==> src/design/vn_ib_consts.svh <==
`ifndef VN_IB_CONSTS_SVH
`define VN_IB_CONSTS_SVH

////////////////////////////////////////////////////////////
// rom and page geometry
////////////////////////////////////////////////////////////

`define ROM_RD_BW     8   // one rom read word, a single byte

`define PAGE_ADDR_BW  6   // 64 pages per iteration

`define ITER_ADDR_BW  5   // 25 iterations inside one group

// rom address is {iteration, page}
`define ROM_ADDR_BW   11

////////////////////////////////////////////////////////////
// load sequencing
////////////////////////////////////////////////////////////

`define LOAD_CYCLE    64  // ram writes per iteration load

`define ITER_NUM      50  // iterations over both rom groups

`endif
==> src/design/vn_ib_pkg.sv <==
`include "vn_ib_consts.svh"

package vn_ib_pkg;

	// iterations held by one rom group
	parameter int ITER_PER_GRP = `ITER_NUM / 2;

	typedef logic [`ROM_RD_BW-1:0]      rom_word_t;  // one page byte
	typedef logic [`ROM_ADDR_BW-1:0]    rom_addr_t;  // {iter, page}
	typedef logic [`PAGE_ADDR_BW-1:0]   page_addr_t;
	typedef logic [$clog2(`ITER_NUM)-1:0] iter_idx_t; // 0..49

	// update fsm states, same encoding as the decoder control unit
	typedef enum logic [2:0] {
		IDLE       = 3'b000,
		ROM_FETCH0 = 3'b001, // rom address seeded, first read issued
		RAM_LOAD0  = 3'b010, // two cycles filling rom and latch stages
		RAM_LOAD1  = 3'b011, // streaming writes into both banks
		FINISH     = 3'b100
	} wr_state_t;

	typedef enum logic [1:0] {
		NOT_BUSY_IDLE   = 2'b00,
		BUSY            = 2'b01,
		NOT_BUSY_FINISH = 2'b10
	} busy_t;

	// rom content rule, port 0 is A and port 1 is B
	function automatic rom_word_t ib_rom_word(
		input iter_idx_t  iter,
		input logic       port,
		input page_addr_t page
	);
		int unsigned val;
		val = (int'(iter) * 16 + int'(page) * 3 + int'(port) * 128) % 256;
		return rom_word_t'(val);
	endfunction

endpackage

==> src/design/vn_wr_fsm.sv <==
`timescale 1ns/1ps
`include "vn_ib_consts.svh"

module vn_wr_fsm (
	input  logic                  write_clk,
	input  logic                  rstn,
	input  logic                  iter_rqst,
	input  logic                  iter_termination,
	output logic                  rom_port_fetch, // releases the rom address counters
	output logic                  ram_write_en,
	output vn_ib_pkg::busy_t      busy,
	output vn_ib_pkg::wr_state_t  state
);
	import vn_ib_pkg::*;

	localparam int CNT_W = $clog2(`LOAD_CYCLE);

	wr_state_t        state_nxt;
	logic [CNT_W-1:0] write_cnt;  // writes done in this load
	logic             prime_q;    // second RAM_LOAD0 cycle
	logic             wr_done;    // last page written, drain one cycle
	logic             last_write;

	assign last_write = ram_write_en && (write_cnt == CNT_W'(`LOAD_CYCLE - 1));

	////////////////////////////////////////////////////////////
	// next state
	////////////////////////////////////////////////////////////

	always_comb begin
		state_nxt = state;
		case (state)
			IDLE:       if (iter_rqst) state_nxt = ROM_FETCH0;
			ROM_FETCH0: state_nxt = iter_termination ? FINISH : RAM_LOAD0;
			RAM_LOAD0: begin
				if (iter_termination)
					state_nxt = FINISH;    // abort
				else if (prime_q)
					state_nxt = RAM_LOAD1; // latch now holds page 0
			end
			RAM_LOAD1: begin
				if (iter_termination || wr_done)
					state_nxt = FINISH;
			end
			FINISH:     state_nxt = IDLE;  // single cycle
			default:    state_nxt = IDLE;
		endcase
	end

	always_ff @(posedge write_clk or negedge rstn) begin
		if (!rstn) begin
			state     <= IDLE;
			write_cnt <= '0;
			prime_q   <= 1'b0;
			wr_done   <= 1'b0;
		end else begin
			state     <= state_nxt;
			write_cnt <= ram_write_en ? write_cnt + CNT_W'(1) : '0; // clears between loads
			prime_q   <= (state == RAM_LOAD0);
			wr_done   <= (state == RAM_LOAD1) && (wr_done || last_write);
		end
	end

	////////////////////////////////////////////////////////////
	// output decode per state
	////////////////////////////////////////////////////////////

	always_comb begin
		case (state)
			ROM_FETCH0: begin
				rom_port_fetch = 1'b1;
				ram_write_en   = 1'b0;
				busy           = BUSY;
			end
			RAM_LOAD0: begin
				rom_port_fetch = 1'b1;
				ram_write_en   = prime_q;  // only once the pipe is primed
				busy           = BUSY;
			end
			RAM_LOAD1: begin
				rom_port_fetch = 1'b1;
				ram_write_en   = !wr_done;
				busy           = BUSY;
			end
			FINISH: begin
				rom_port_fetch = 1'b0;
				ram_write_en   = 1'b0;
				busy           = NOT_BUSY_FINISH;
			end
			default: begin             // IDLE
				rom_port_fetch = 1'b0;
				ram_write_en   = 1'b0;
				busy           = NOT_BUSY_IDLE;
			end
		endcase
	end

endmodule

==> config.mk <==
export PLATFORM = sky130hd
export DESIGN_NAME = vn_wr_fsm
export DESIGN_NICKNAME = d
export VERILOG_FILES = /design/src/design/vn_ib_pkg.sv /design/src/design/vn_wr_fsm.sv
export VERILOG_INCLUDE_DIRS = /design/src /design/src/design
export SDC_FILE = /design/constraint.sdc
export NUM_CORES = 1
export LEC_CHECK = 0
export BUFFER_PORTS_ARGS = -buffer_cell sky130_fd_sc_hd__buf_4
export CAP_MARGIN = 10
export CORE_AREA = 2 2 39 41
export DETAILED_ROUTE_END_ITERATION = 10
export DIE_AREA = 0 0 41 43
export MAX_ROUTING_LAYER = met4
export PLACE_DENSITY = 0.69
export SETUP_SLACK_MARGIN = 0.1
export SYNTH_ARGS = -nofsm -noshare
export SYNTH_HDL_FRONTEND = slang
export SYNTH_SLANG_ARGS = --single-unit
==> constraint.sdc <==
create_clock -name write_clk -period 1.15 [get_ports write_clk]
set_input_delay 0 -clock write_clk [delete_from_list [all_inputs] [get_ports write_clk]]
set_output_delay 0 -clock write_clk [all_outputs]
set_load 0.005 [all_outputs]
# After elaboration in Yosys (flattened, before gate mapping)
# Cells that the tools add are included.
dict set report classes {
  add_sub_neg 1
  n_eq_ne 8
  mux 10
  reduce_logical 8
}
# operator count
set ops {}
lappend ops {{$mux W3} 5}
lappend ops {{$pmux W3 S4} 1}
lappend ops {{$add A6 B1 Y6 const B} 1}
lappend ops {{$eq A3 B2 Y1 const B} 2}
lappend ops {{$eq A6 B6 Y1 const B} 1}
lappend ops {{$mux W6} 1}
lappend ops {{$ne A2 B2 Y1 const B} 2}
lappend ops {{$pmux W2 S2} 1}
lappend ops {{$eq A3 B1 Y1 const B} 1}
lappend ops {{$eq A3 B3 Y1 const B} 1}
lappend ops {{$logic_not A3 Y1} 1}
lappend ops {{$ne A3 B3 Y1 const B} 1}
lappend ops {{$reduce_and A3 Y1} 1}
lappend ops {{$reduce_or A3 Y1} 1}
lappend ops {{$logic_and A1 B1 Y1} 2}
lappend ops {{$logic_or A1 B1 Y1} 2}
lappend ops {{$pmux W1 S2} 1}
lappend ops {{$logic_not A1 Y1} 1}
lappend ops {{$mux W1} 1}
dict set report word_totals {
  reg_bits 11
  in_bits 4
  out_inout_bits 7
}

# Depth between registers and ports, before layout
dict set report depth {
  word_depth 5
  depth_mapped 4
}

# Least setup slack after synthesis
# Ideal clock, no wire load.
dict set report synth_timing {
  path_kind {register to register}
  startpoint {reg write_cnt[0]}
  endpoint {reg wr_done}
  setup_ps 123
  arrival_time_ps 1008
  path_slack_ps 18
  stages_incl_launch_ff 5
  n_path_buf 0
  path_cell_list {dfrtp_1 -> ha_1 -> and3_1 -> a31oi_1 -> nor3b_1}
}
dict set report synth_via {
  elab_chain_cells 4
}
# item line
set synth_lines {}
lappend synth_lines {{start, declared} vn_wr_fsm.sv:19} ;# logic [CNT_W-1:0] write_cnt;
lappend synth_lines {{start signal, assigned} vn_wr_fsm.sv:58} ;# write_cnt <= ram_write_en ? write_cnt + CNT_W'(1) : '0;
lappend synth_lines {{$eq A6 B6 Y1} vn_wr_fsm.sv:24} ;# assign last_write = ram_write_en && (write_cnt == CNT_W'(`LOAD_CYCLE - 1));
lappend synth_lines {{$logic_and A1 B1 Y1} vn_wr_fsm.sv:24}
lappend synth_lines {{$logic_or A1 B1 Y1} vn_wr_fsm.sv:60} ;# wr_done <= (state == RAM_LOAD1) && (wr_done || last_write);
lappend synth_lines {{$logic_and A1 B1 Y1} vn_wr_fsm.sv:60}
lappend synth_lines {{end signal, assigned} vn_wr_fsm.sv:60}
lappend synth_lines {{end, declared} vn_wr_fsm.sv:21} ;# logic wr_done;
# No other way between the ends.
# A chain may end at the register's enable or synchronous reset.

# Worst setup path in the final report
dict set report layout_timing {
  startpoint {reg state[0]}
  endpoint {out ram_write_en}
}
dict set report layout_via {
  elab_chain_cells 2
  word_cells_on_any_way 3
  classes_between {2 x eq/ne; 1 x mux}
}
# item line
set layout_lines {}
lappend layout_lines {{start, declared} vn_wr_fsm.sv:12} ;# output vn_ib_pkg::wr_state_t state
lappend layout_lines {{start signal, assigned} vn_wr_fsm.sv:57} ;# state <= state_nxt;
lappend layout_lines {{$eq A3 B2 Y1} vn_wr_fsm.sv:69} ;# case (state)
lappend layout_lines {{$pmux W1 S2 (*)} vn_wr_fsm.sv:69}
lappend layout_lines {{end, declared} vn_wr_fsm.sv:10} ;# output logic ram_write_en,
# Mark *: on every way between the ends. The rest lies on a longest branch, timed or not.

==> impl_metrics.json <==
{
  "status": "finished with violations",
  "violations": "setup timing",
  "p_comb_share_pct": 41.3,
  "min_period_over_period_pct": 103.4,
  "setup_slack_ps": -39.64,
  "die_h_um": 43,
  "swShare_pct": 32.71,
  "p_int_mw": 0.9067,
  "synth_top_family_by_area": "simple AND/OR/NAND/NOR gates",
  "hold_path_class": "in2reg",
  "antenna_found_initial": 0,
  "synth_edf_count": 0,
  "multiInputGateArea_sq_um": 275.3,
  "worst_slew_pin_slew_ps": 270.9,
  "synth_xor_area_share_pct": 5.198,
  "synth-simple-area-share_pct": 24.26,
  "clock_latency_ps": 260,
  "first_pass_iters": 2,
  "place_hpwl_um": 712.3,
  "ys_async_sr_fraction_pct": 100.0,
  "p_leak_nw": 0.3443,
  "met2_length_um": 643,
  "required_ps": 1150,
  "power.switching_mw": 0.4407,
  "synthDistinctLibCells": 24,
  "regArea_sq_um": 277.8,
  "chipWidth_um": 41,
  "core_sq_mm": 0.001384,
  "worst-path-max-fanout": 7,
  "yosys_warnings": 0,
  "io_buffers": 10,
  "htree_levels": 1,
  "drt_iter0_markers": 10,
  "placed_area_sq_um": 603.1,
  "cap_violations": 0,
  "drt.antenna.violating_nets": 0,
  "boundaryPins": 11,
  "drc": 0,
  "nNetsFinal": 78,
  "wl_per_cell_um": 13.23,
  "syn_nets": 55,
  "wl_mm": 1.164,
  "ir_drop_v": 0.0007916,
  "grt_pass1_wl_mm": 1.683,
  "power_frac_clock_pct": 19.2,
  "gr-usage-all-layers_pct": 14.92,
  "clk_pin_slew_ps": 70,
  "synth-compound-area-share_pct": 8.911,
  "stdcell_area_sq_um": 765.7,
  "clockRootBuffer": "clkbuf_4",
  "ys.flop_type": "dfrtp_1",
  "synthMuxAreaShare_pct": 0,
  "synth_fa_ha_area_share_pct": 2.475,
  "grt_pass1_vias": 421,
  "finalClockSkew_ps": 3.526,
  "grt-ovfl-total": 0,
  "ys_seq_area_share_pct": 54.46,
  "routed_via_density": 5.000,
  "syn_area_sq_um": 505.5,
  "pre_cts_ws_ps": 43.89,
  "cts_tree": "done",
  "hold_viol": 0,
  "rows": 14,
  "dr_total_vias": 440,
  "initial_core_util_pct": 36.53,
  "max_freq_mhz": 840.6,
  "fillers": 124,
  "area_growth_pct": 51.49,
  "path_class": "reg2out",
  "synthCells": 50,
  "timing.final.max_slew_violations": 0,
  "rsz0062_at_grt": "true",
  "finalSetupViolations": 2,
  "arrival_ps": 1190,
  "highest_layer": "met3",
  "drive_above_1_share_pct": 51.39,
  "clockBufferDepth": 2,
  "routabilityCongestion": 0.6947,
  "synth_seq_cells": 11,
  "holdWs_ps": 50.64,
  "die-area_sq_mm": 0.001763,
  "start_kind": "flip-flop",
  "p_per_area_mw_per_mm2": 1760,
  "fin_util_pct": 55.33,
  "period_needed_ps": 1190,
  "numCtsBuffers": 3,
  "cp-end-kind": "output port",
  "wl_met1_um": 439,
  "syn_avg_cell_area_sq_um": 10.11,
  "cts_sinks": 11,
  "antenna_cells": 0,
  "p_total_mw": 1.347,
  "met3_length_um": 81,
  "pwr-share-seq_pct": 39.5,
  "grt_max_degree": 12,
  "relSlewSlack_pct": 81.77
}
layer usage:
metal  track usage (%)  vias to the layer above
met5                 -                        -
met4                 0                        0
met3             9.424                        0
met2             25.00                       14
met1             15.12                      215
li1                  -                      211
power by group through the flow:
stage          combinational [mW]  clock (mW)  sequential [mW]
2_1_floorplan               0.223           0            0.504
3_3_place_gp                0.392           0            0.518
3_5_place_dp                0.401           0            0.524
4_1_cts                     0.521       0.270            0.511
5_1_grt                     0.616       0.296            0.540
6_report                    0.557       0.258            0.532
timing repair:
action,4_1_cts,5_1_grt
gates resized for setup,3,11
pin swaps,0,1
buffers inserted,5,2
hold endpoints to repair,12,0
hold buffers,2,0
setup endpoints to repair,12,14
cells in the mapped netlist, types with 2 or more instances:
cell type / number / area share (%)
and3_1: 2 / 2.5
nor4_1: 2 / 2.5
xnor2_1: 2 / 3.5
nand2b_1: 3 / 3.7
inv_1: 3 / 2.2
dfrtp_1: 11 / 54
o21ai_0: 2 / 2.0
nand2_1: 2 / 1.5
nor2_1: 8 / 5.9
final timing paths:
kind                                             start                     end  slack, ps  cells after the start
worst min-delay path                         iter_rqst    state[0]$_DFFE_PN0P_         50                      3
max in group asynchronous                         rstn  write_cnt[0]$_DFF_PN0_        890                      2
worst max register to register  write_cnt[0]$_DFF_PN0_       wr_done$_DFF_PN0_         30                      4
worst min register to register    state[0]$_DFFE_PN0P_       prime_q$_DFF_PN0_        530                      1
worst max-delay path              state[0]$_DFFE_PN0P_            ram_write_en        -40                      4
min in group asynchronous                         rstn    state[1]$_DFFE_PN0P_        100                      2
kinds of logic after synthesis:
| logic type | count (synthesis) |
|---|---|
| AOI/OAI and AO/OA | 7 |
| xor gates and xnor gates | 3 |
| adders and majority gates | 1 |
| buffers and inverters | 5 |
| DFF | 11 |
| and+or+nand+nor | 23 |
metrics by stage:
stage          setup TNS (ps)  std cells
2_1_floorplan               0         50
3_3_place_gp                0         75
3_5_place_dp                0         75
4_1_cts                -99.06         86
5_1_grt                -333.5         88
6_report               -42.73         88
registers in the layout, indices dropped and copies added (netlist names):
signal and count:
wr_done 1, prime_q 1, state 3, write_cnt 6
area by class of cell:
type	count	area share (%)
Multi-Input combinational cell	34	35.95
Inverter	3	1.471
Timing Repair Buffer	20	20.26
Clock buffer	4	3.431
Sequential cell	11	36.27
Tap cell	16	2.614
placed cells by master, fill, tap and decap left out:
cell type / instances
ha_4: 1
nand3_2: 1
nor3b_2: 1
nand2_1: 2
nor3_1: 1
o21ai_0: 2
clkbuf_4: 3
xnor2_1: 2
nand2b_1: 1
or3_1: 1
nor2_1: 3
and2_1: 1
a31oi_4: 1
nor2b_1: 1
dfrtp_2: 2
nor2_2: 5
a21oi_2: 2
and3_4: 1
and3_1: 1
nor4_1: 2
xor2_1: 1
a22oi_1: 1
dlygate4sd3_1: 2
dfrtp_1: 9
inv_1: 3
a21o_1: 1
nand2b_4: 2
clkbuf_1: 1
buf_4: 18
critical path, cell delays in order, from the launching register on:
cell      delay, ps
dfrtp_2         450
nand2b_4        150
a21o_1          160
inv_1            60
buf_4           100
Note: power is estimated with default switching activity, not from simulation.
