$ cat src/design/vn_ib_consts.svh
`ifndef VN_IB_CONSTS_SVH
`define VN_IB_CONSTS_SVH

////////////////////////////////////////////////////////////
// rom and page geometry
////////////////////////////////////////////////////////////

`define ROM_RD_BW     8   // one rom read word, a single byte

`define PAGE_ADDR_BW  6   // 64 pages per iteration

`define ITER_ADDR_BW  5   // 25 iterations inside one group

// rom address is {iteration, page}
`define ROM_ADDR_BW   11

////////////////////////////////////////////////////////////
// load sequencing
////////////////////////////////////////////////////////////

`define LOAD_CYCLE    64  // ram writes per iteration load

`define ITER_NUM      50  // iterations over both rom groups

`endif
$ cat src/design/vn_ib_pkg.sv
`include "vn_ib_consts.svh"

package vn_ib_pkg;

	// iterations held by one rom group
	parameter int ITER_PER_GRP = `ITER_NUM / 2;

	typedef logic [`ROM_RD_BW-1:0]      rom_word_t;  // one page byte
	typedef logic [`ROM_ADDR_BW-1:0]    rom_addr_t;  // {iter, page}
	typedef logic [`PAGE_ADDR_BW-1:0]   page_addr_t;
	typedef logic [$clog2(`ITER_NUM)-1:0] iter_idx_t; // 0..49

	// update fsm states, same encoding as the decoder control unit
	typedef enum logic [2:0] {
		IDLE       = 3'b000,
		ROM_FETCH0 = 3'b001, // rom address seeded, first read issued
		RAM_LOAD0  = 3'b010, // two cycles filling rom and latch stages
		RAM_LOAD1  = 3'b011, // streaming writes into both banks
		FINISH     = 3'b100
	} wr_state_t;

	typedef enum logic [1:0] {
		NOT_BUSY_IDLE   = 2'b00,
		BUSY            = 2'b01,
		NOT_BUSY_FINISH = 2'b10
	} busy_t;

	// rom content rule, port 0 is A and port 1 is B
	function automatic rom_word_t ib_rom_word(
		input iter_idx_t  iter,
		input logic       port,
		input page_addr_t page
	);
		int unsigned val;
		val = (int'(iter) * 16 + int'(page) * 3 + int'(port) * 128) % 256;
		return rom_word_t'(val);
	endfunction

endpackage

$ cat src/design/ib_rom_if.sv
`timescale 1ns/1ps

// read bus between the latch address generators and the iteration rom
interface ib_rom_if;
	import vn_ib_pkg::*;

	rom_addr_t rd_addr_a; // port A read address
	rom_addr_t rd_addr_b; // port B read address
	rom_word_t rd_data_a; // registered, one clock after the address
	rom_word_t rd_data_b;

	// address side, owned by vn_mem_latch
	modport requester (
		output rd_addr_a,
		output rd_addr_b,
		input  rd_data_a,
		input  rd_data_b
	);

	// data side, owned by ib_rom
	modport rom (
		input  rd_addr_a,
		input  rd_addr_b,
		output rd_data_a,
		output rd_data_b
	);

endinterface

$ cat src/design/vn_mem_latch.sv
`timescale 1ns/1ps
`include "vn_ib_consts.svh"

module vn_mem_latch (
	input  logic                     write_clk,
	input  logic                     rstn,
	input  logic                     rom_port_fetch,
	input  logic [`ITER_ADDR_BW-1:0] latch_iter,  // in-group iteration of the request
	ib_rom_if.requester              rom,
	input  vn_ib_pkg::rom_word_t     latch_in_a,
	input  vn_ib_pkg::rom_word_t     latch_in_b,
	output vn_ib_pkg::rom_word_t     latch_out_a,
	output vn_ib_pkg::rom_word_t     latch_out_b
);
	import vn_ib_pkg::*;

	rom_addr_t iter_base;
	rom_addr_t addr_a_q;
	rom_addr_t addr_b_q;

	// first page of the requested iteration
	assign iter_base = {latch_iter, {`PAGE_ADDR_BW{1'b0}}};

	////////////////////////////////////////////////////////////
	// rom address generators
	////////////////////////////////////////////////////////////

	always_ff @(posedge write_clk or negedge rstn) begin
		if (!rstn) begin
			addr_a_q <= '0;
			addr_b_q <= '0;
		end else if (!rom_port_fetch) begin
			addr_a_q <= iter_base; // hold at base until fetch starts
			addr_b_q <= iter_base;
		end else begin
			addr_a_q <= addr_a_q + rom_addr_t'(1); // one page per cycle
			addr_b_q <= addr_b_q + rom_addr_t'(1);
		end
	end

	assign rom.rd_addr_a = addr_a_q;
	assign rom.rd_addr_b = addr_b_q;

	////////////////////////////////////////////////////////////
	// data latches
	////////////////////////////////////////////////////////////

	// one more stage after the rom, registered every edge
	always_ff @(posedge write_clk or negedge rstn) begin
		if (!rstn) begin
			latch_out_a <= '0;
			latch_out_b <= '0;
		end else begin
			latch_out_a <= latch_in_a;
			latch_out_b <= latch_in_b;
		end
	end

endmodule

$ cat src/flat_wrapper.sv
// flat-port wrapper written by rule: the top's interface ports become plain ports
module vn_mem_latch_flat import vn_ib_pkg::*;
  (write_clk, rstn, rom_port_fetch, latch_iter, latch_in_a, latch_in_b, latch_out_a, latch_out_b, rom_rd_addr_a, rom_rd_addr_b, rom_rd_data_a, rom_rd_data_b);
  ib_rom_if rom_i ();
  input  logic write_clk;
  input  logic rstn;
  input  logic rom_port_fetch;
  input  logic [`ITER_ADDR_BW-1:0] latch_iter;
  input  vn_ib_pkg::rom_word_t latch_in_a;
  input  vn_ib_pkg::rom_word_t latch_in_b;
  output vn_ib_pkg::rom_word_t latch_out_a;
  output vn_ib_pkg::rom_word_t latch_out_b;
  output wire logic [$bits(rom_i.rd_addr_a)-1:0] rom_rd_addr_a;
  output wire logic [$bits(rom_i.rd_addr_b)-1:0] rom_rd_addr_b;
  input wire logic [$bits(rom_i.rd_data_a)-1:0] rom_rd_data_a;
  input wire logic [$bits(rom_i.rd_data_b)-1:0] rom_rd_data_b;
  assign rom_rd_addr_a = rom_i.rd_addr_a;
  assign rom_rd_addr_b = rom_i.rd_addr_b;
  assign rom_i.rd_data_a = rom_rd_data_a;
  assign rom_i.rd_data_b = rom_rd_data_b;
  vn_mem_latch u_core (.write_clk(write_clk), .rstn(rstn), .rom_port_fetch(rom_port_fetch), .latch_iter(latch_iter), .rom(rom_i), .latch_in_a(latch_in_a), .latch_in_b(latch_in_b), .latch_out_a(latch_out_a), .latch_out_b(latch_out_b));
endmodule
$ cat config.mk
export PLATFORM = sky130hd
export DESIGN_NAME = vn_mem_latch_flat
export DESIGN_NICKNAME = d
export VERILOG_FILES = /design/src/design/vn_ib_pkg.sv /design/src/design/ib_rom_if.sv /design/src/design/vn_mem_latch.sv /design/src/flat_wrapper.sv
export VERILOG_INCLUDE_DIRS = /design/src /design/src/design
export SDC_FILE = /design/constraint.sdc
export NUM_CORES = 1
export LEC_CHECK = 0
export ABC_AREA = 1
export BUFFER_PORTS_ARGS = -buffer_cell sky130_fd_sc_hd__clkbuf_2
export CAP_MARGIN = 20
export CORE_ASPECT_RATIO = 0.7
export CORE_MARGIN = 4
export CORE_UTILIZATION = 44
export DETAILED_ROUTE_END_ITERATION = 16
export PLACE_DENSITY = 0.78
export SKIP_LAST_GASP = 1
export SLEW_MARGIN = 25
export SYNTH_ARGS = -nofsm -noshare
export SYNTH_HDL_FRONTEND = slang
export SYNTH_SLANG_ARGS = --single-unit
$ cat constraint.sdc
create_clock -name write_clk -period 1.6 [get_ports write_clk]
set_clock_uncertainty 0.2 [all_clocks]
set_input_delay 0.08 -clock write_clk [delete_from_list [all_inputs] [get_ports write_clk]]
set_output_delay 0.08 -clock write_clk [all_outputs]
set_load 0.005 [all_outputs]
Yosys cells after proc, flatten, opt, wreduce, memory -nomap -nowiden
Index checks and enable logic that the tools add are counted.
{"block": "totals", "register_bits": 38, "inputBits": 40, "out_inout_bits": 38}
{"block": "op_classes", "add_sub_neg": 2, "muxes": 2}
{"op": "$add 11x1->11 const B", "count": 2}
{"op": "$mux 11", "count": 2}

Depth between registers and ports, before layout
{"block": "logic_depth", "ltp_word": 2, "depth_mapped": 7, "mapped_depth_nobuf": 7}

Worst setup path after synthesis
OpenSTA, ideal clock, no wires.
{"block": "synth_path", "path_kind": "flip-flop to flip-flop", "from": "reg u_core.addr_a_q[0] (netlist: u_core.rom.rd_addr_a[0])", "to": "reg u_core.addr_a_q[10] (netlist: u_core.rom.rd_addr_a[10])", "arrival_time_ns": 1.039, "required_time_ns": 1.282, "path_slack_ns": 0.243, "path_stages_with_launch": 7, "n_path_buf": 0, "period_less_slack_ns": 1.357, "path_cell_list": "dfrtp_1 > ha_1 > nand3_1 > nor2_2 > nand3_1 > nand3_1 > nand2_1"}
{"block": "synth_between", "elab_chain_cells": 2}
{"element": "start, declared", "line_no": "vn_mem_latch.sv:18", "rtl": "rom_addr_t addr_a_q;"}
{"element": "start signal, assigned", "line_no": "vn_mem_latch.sv:33", "rtl": "addr_a_q <= iter_base;"}
{"element": "start signal, assigned", "line_no": "vn_mem_latch.sv:36", "rtl": "addr_a_q <= addr_a_q + rom_addr_t'(1);"}
{"element": "$add 11x1->11", "line_no": "vn_mem_latch.sv:36"}
{"element": "$mux 11", "line_no": "vn_mem_latch.sv:32", "rtl": "end else if (!rom_port_fetch) begin"}
No other way between the ends.

Final worst setup path
Same ends and word-level chain as after synthesis.

==> summary.log <==
qor: worst_setup_path.setup.worst_path.class flop to flop
qor: placement.place.port_buffers 61
qor: worst_setup_path.cp_max_fo 4
qor: timing.final-setup-viol-count 0
qor: hold_path.hold_path_class input pin to asynchronous set/reset pin
qor: placement.detailed_place_hpwl 2490 um
qor: pwr.leakagePower 0.00115 uW
qor: placement.placed_cells_incl_taps 272
qor: worst_setup_path.worst_endpoint_required_time 1.58 ns
qor: pwr.design_power_total 2000 uW
qor: pwr.clock_power_share 35.5%
qor: logic_synthesis.synth_seq_area_share 62.7%
qor: logic_synthesis.syn_nets 206
qor: logic_synthesis.synthDominantAreaCellType dfrtp_1
qor: global_route.first_global_vias 1372
qor: timing.timing_worst_slew_pin_value 0.463 ns
qor: finish.area_grow_syn2layout 45.9%
qor: outcome.status finished clean
qor: logic_synthesis.synth-seq-cells 38
qor: timing.maximum_clock_frequency 0.679 GHz
qor: floorplanning.dieWidth 78.2 um
qor: finish.final_cell_count_no_fill 303
qor: logic_synthesis.async_sr_flop_fraction 100%
qor: worst_setup_path.worst-r2r-cell-count 6
qor: floorplanning.die_area 4470 sq um
qor: cts.cts_setup_buffers 0
qor: placement.place_ws 0.134 ns
qor: timing.drv_slew 0
qor: timing.finalWorstPathRequiredPeriod 1.47 ns
qor: timing.layout_worst_path_cycle_share 92.0%
qor: finish.num_antenna_cells 0
qor: worst_setup_path.timing.critical_path.arrival 1.46 ns
qor: detailed_routing.post_drt_via_cell_ratio 4.55
qor: logic_synthesis.yosys_warnings 0
qor: pwr.cellInternalPower 1490 uW
qor: timing.timing.slew.headroom 69.1%
qor: cts.cts_max_level 2
qor: pwr.peakVddDrop 0.000633 V
qor: pwr.net-switching-power 511 uW
qor: timing.setup_tns 0 ns
qor: detailed_routing.postRouteAntennaNets 0
qor: pwr.powerDensity 905 nW/um^2
qor: finish.finish.utilization 68.5%
qor: pwr.switching_share 25.5%
qor: timing.final_critical_path_setup_slack 0.128 ns
qor: detailed_routing.post-route-drc-count 0
qor: floorplanning.die_h 57.1 um
qor: logic_synthesis.fraction_of_post_synthesis_cell_area_in_the_top_cell_type_by_area 62.7%
qor: worst_setup_path.worstSetupStartpointType flop
qor: placement.globalplace.congestion 0.791
qor: global_route.global_route_wire_length_before_repair 6070 um
qor: global_route.grt_usage 17.5%
qor: logic_synthesis.post_synth_instance_area 1520 sq um
qor: cts.clock_path_buffers 2
qor: floorplanning.rows 17
qor: worst_setup_path.worst_setup_path_end_kind flop
qor: logic_synthesis.yosys-top-cells-area dfrtp_1, nand2_1, nand3_1
qor: logic_synthesis.post_synth_edffs 0
qor: cts.cts_tree built
qor: floorplanning.initial_utilization 46.9%
qor: run.max-cap-violations 0
qor: floorplanning.boundaryPins 78
qor: logic_synthesis.synth.top_cells.by_count nand2_1, dfrtp_1, nand3_1
qor: detailed_routing.detail_route.first_pass.iterations 4
qor: finish.num-nets-final 297
qor: cts.cts_buffers 5
qor: global_route.gr-total-overflow 0
qor: cts.clkSinkCount 38
qor: global_route.antenna_found_initial 0
qor: cts.clk_pin_slew_worst_paths 0.08 ns
qor: logic_synthesis.cell_with_the_most_instances_after_synthesis nand2_1
qor: cts.cts_root_buf clkbuf_8
qor: logic_synthesis.yosys_most_used_dff dfrtp_1
qor: timing.timing_hold_violations_final 0
qor: logic_synthesis.post_synth_inst_count 164
qor: logic_synthesis.syn-mean-instance-area 9.25 sq um
qor: detailed_routing.routed_wire_length_per_instance 11.9 um
qor: logic_synthesis.ys_types 17
qor: detailed_routing.route.final.wire_length 3590 um
qor: pwr.comb_power_share 11.6%
qor: floorplanning.core 3230 sq um
qor: finish.ratio_of_cells_with_drive_above_1_in_the_final_layout 30.1%
qor: timing.rsz0062_at_grt no
qor: pwr.share_seq_of_total_power 52.9%
qor: global_route.grt_start_max_net_pins 39
qor: cts.insertion_delay 0.29 ns
qor: detailed_routing.route.vias.total 1379
qor: detailed_routing.drtIter0Drc 60
-- flip-flops by register name (all words and copies together) (netlist names) --
signal	cells
u_core.rom.rd_addr_b	11
u_core.latch_out_a	8
u_core.rom.rd_addr_a	11
u_core.latch_out_b	8
-- worst max-delay path, cell delays in order, from the launching register on --
cell	delay, ns
dfrtp_1	0.41
ha_1	0.22
nand3_1	0.13
nor2_2	0.17
nand3_1	0.09
nand3_1	0.09
nand2_1	0.05
-- final timing paths --
kind | startpoint | to | slack (ns)
min in group write_clk | latch_in_b[5] | u_core.latch_out_b[5] | 0.23
min | rstn | u_core.rom.rd_addr_b[7] | 0.16
max reg2reg | u_core.rom.rd_addr_a[0] | u_core.rom.rd_addr_a[10] | 0.13
min reg2reg | u_core.rom.rd_addr_b[0] | u_core.rom.rd_addr_b[0] | 0.29
max | u_core.rom.rd_addr_a[0] | u_core.rom.rd_addr_a[10] | 0.13
max in group asynchronous | rstn | u_core.rom.rd_addr_b[0] | 0.69
-- area by class of cell --
| class | instances | area (sq um) |
|---|---|---|
| fillers | 271 | 1020 |
| flip-flops and latches | 38 | 952 |
| repair buffers | 86 | 551 |
| multi-input cells | 107 | 490 |
| clock buffers | 6 | 82.6 |
| inverters | 17 | 63.8 |
| well taps | 47 | 58.8 |
| clock inverters | 2 | 16.3 |
-- logic make-up after synthesis --
family | count (synthesis) | share of synthesized area, %
simple gates | 87 | 24.5
flops | 38 | 62.7
buf+inv | 19 | 5.03
compound gates | 17 | 5.61
fa+ha+maj | 2 | 1.65
xor+xnor | 1 | 0.577
-- cell usage in the layout, fill, tap and decap left out, types with 3 or more instances in the layout --
master         instances
a21oi_1                8
nand3_1               17
o21ai_0                7
dfrtp_1               37
nor2_1                14
inv_1                 16
nand2_1               49
dlygate4sd3_1         23
clkbuf_8               6
nor2_2                 3
clkbuf_2              61
-- stage by stage --
step | instance area [sq um] | hold slack [ns]
after floorplan | 1520 | -0.416
after global placement | 1880 | -0.0456
after global routing | 2210 | 0.211
final | 2210 | 0.158
after detailed placement | 1880 | -0.0414
after CTS | 2210 | 0.183
-- routing by layer --
| metal | up-vias | wire, um | track usage (%) | share of wire (%) |
|---|---|---|---|---|
| li1 | 699 | - | - | - |
| met5 | - | 0 | 0 | 0 |
| met2 | 43 | 1700 | 29.9 | 47 |
| met1 | 632 | 1650 | 21.6 | 46 |
| met4 | 0 | 31 | 5.24 | 0.86 |
| met3 | 5 | 205 | 5.52 | 5.7 |
-- power by group through the flow --
stage	Clock (uW)	Combinational [uW]	Sequential, uW
detailed placement	0	192	1080
finish	711	233	1060
global placement	0	188	1080
global route	772	267	1070
CTS	721	236	1060
floorplan	0	67.6	1080
-- timing repair --
item                                   in CTS  in global routing
endpoints found under the hold margin      68                  0
gates resized for setup                     0                  1
hold buffers                               23                  0
setup endpoints to repair                   0                  2
(Power assumes the default switching activity.)
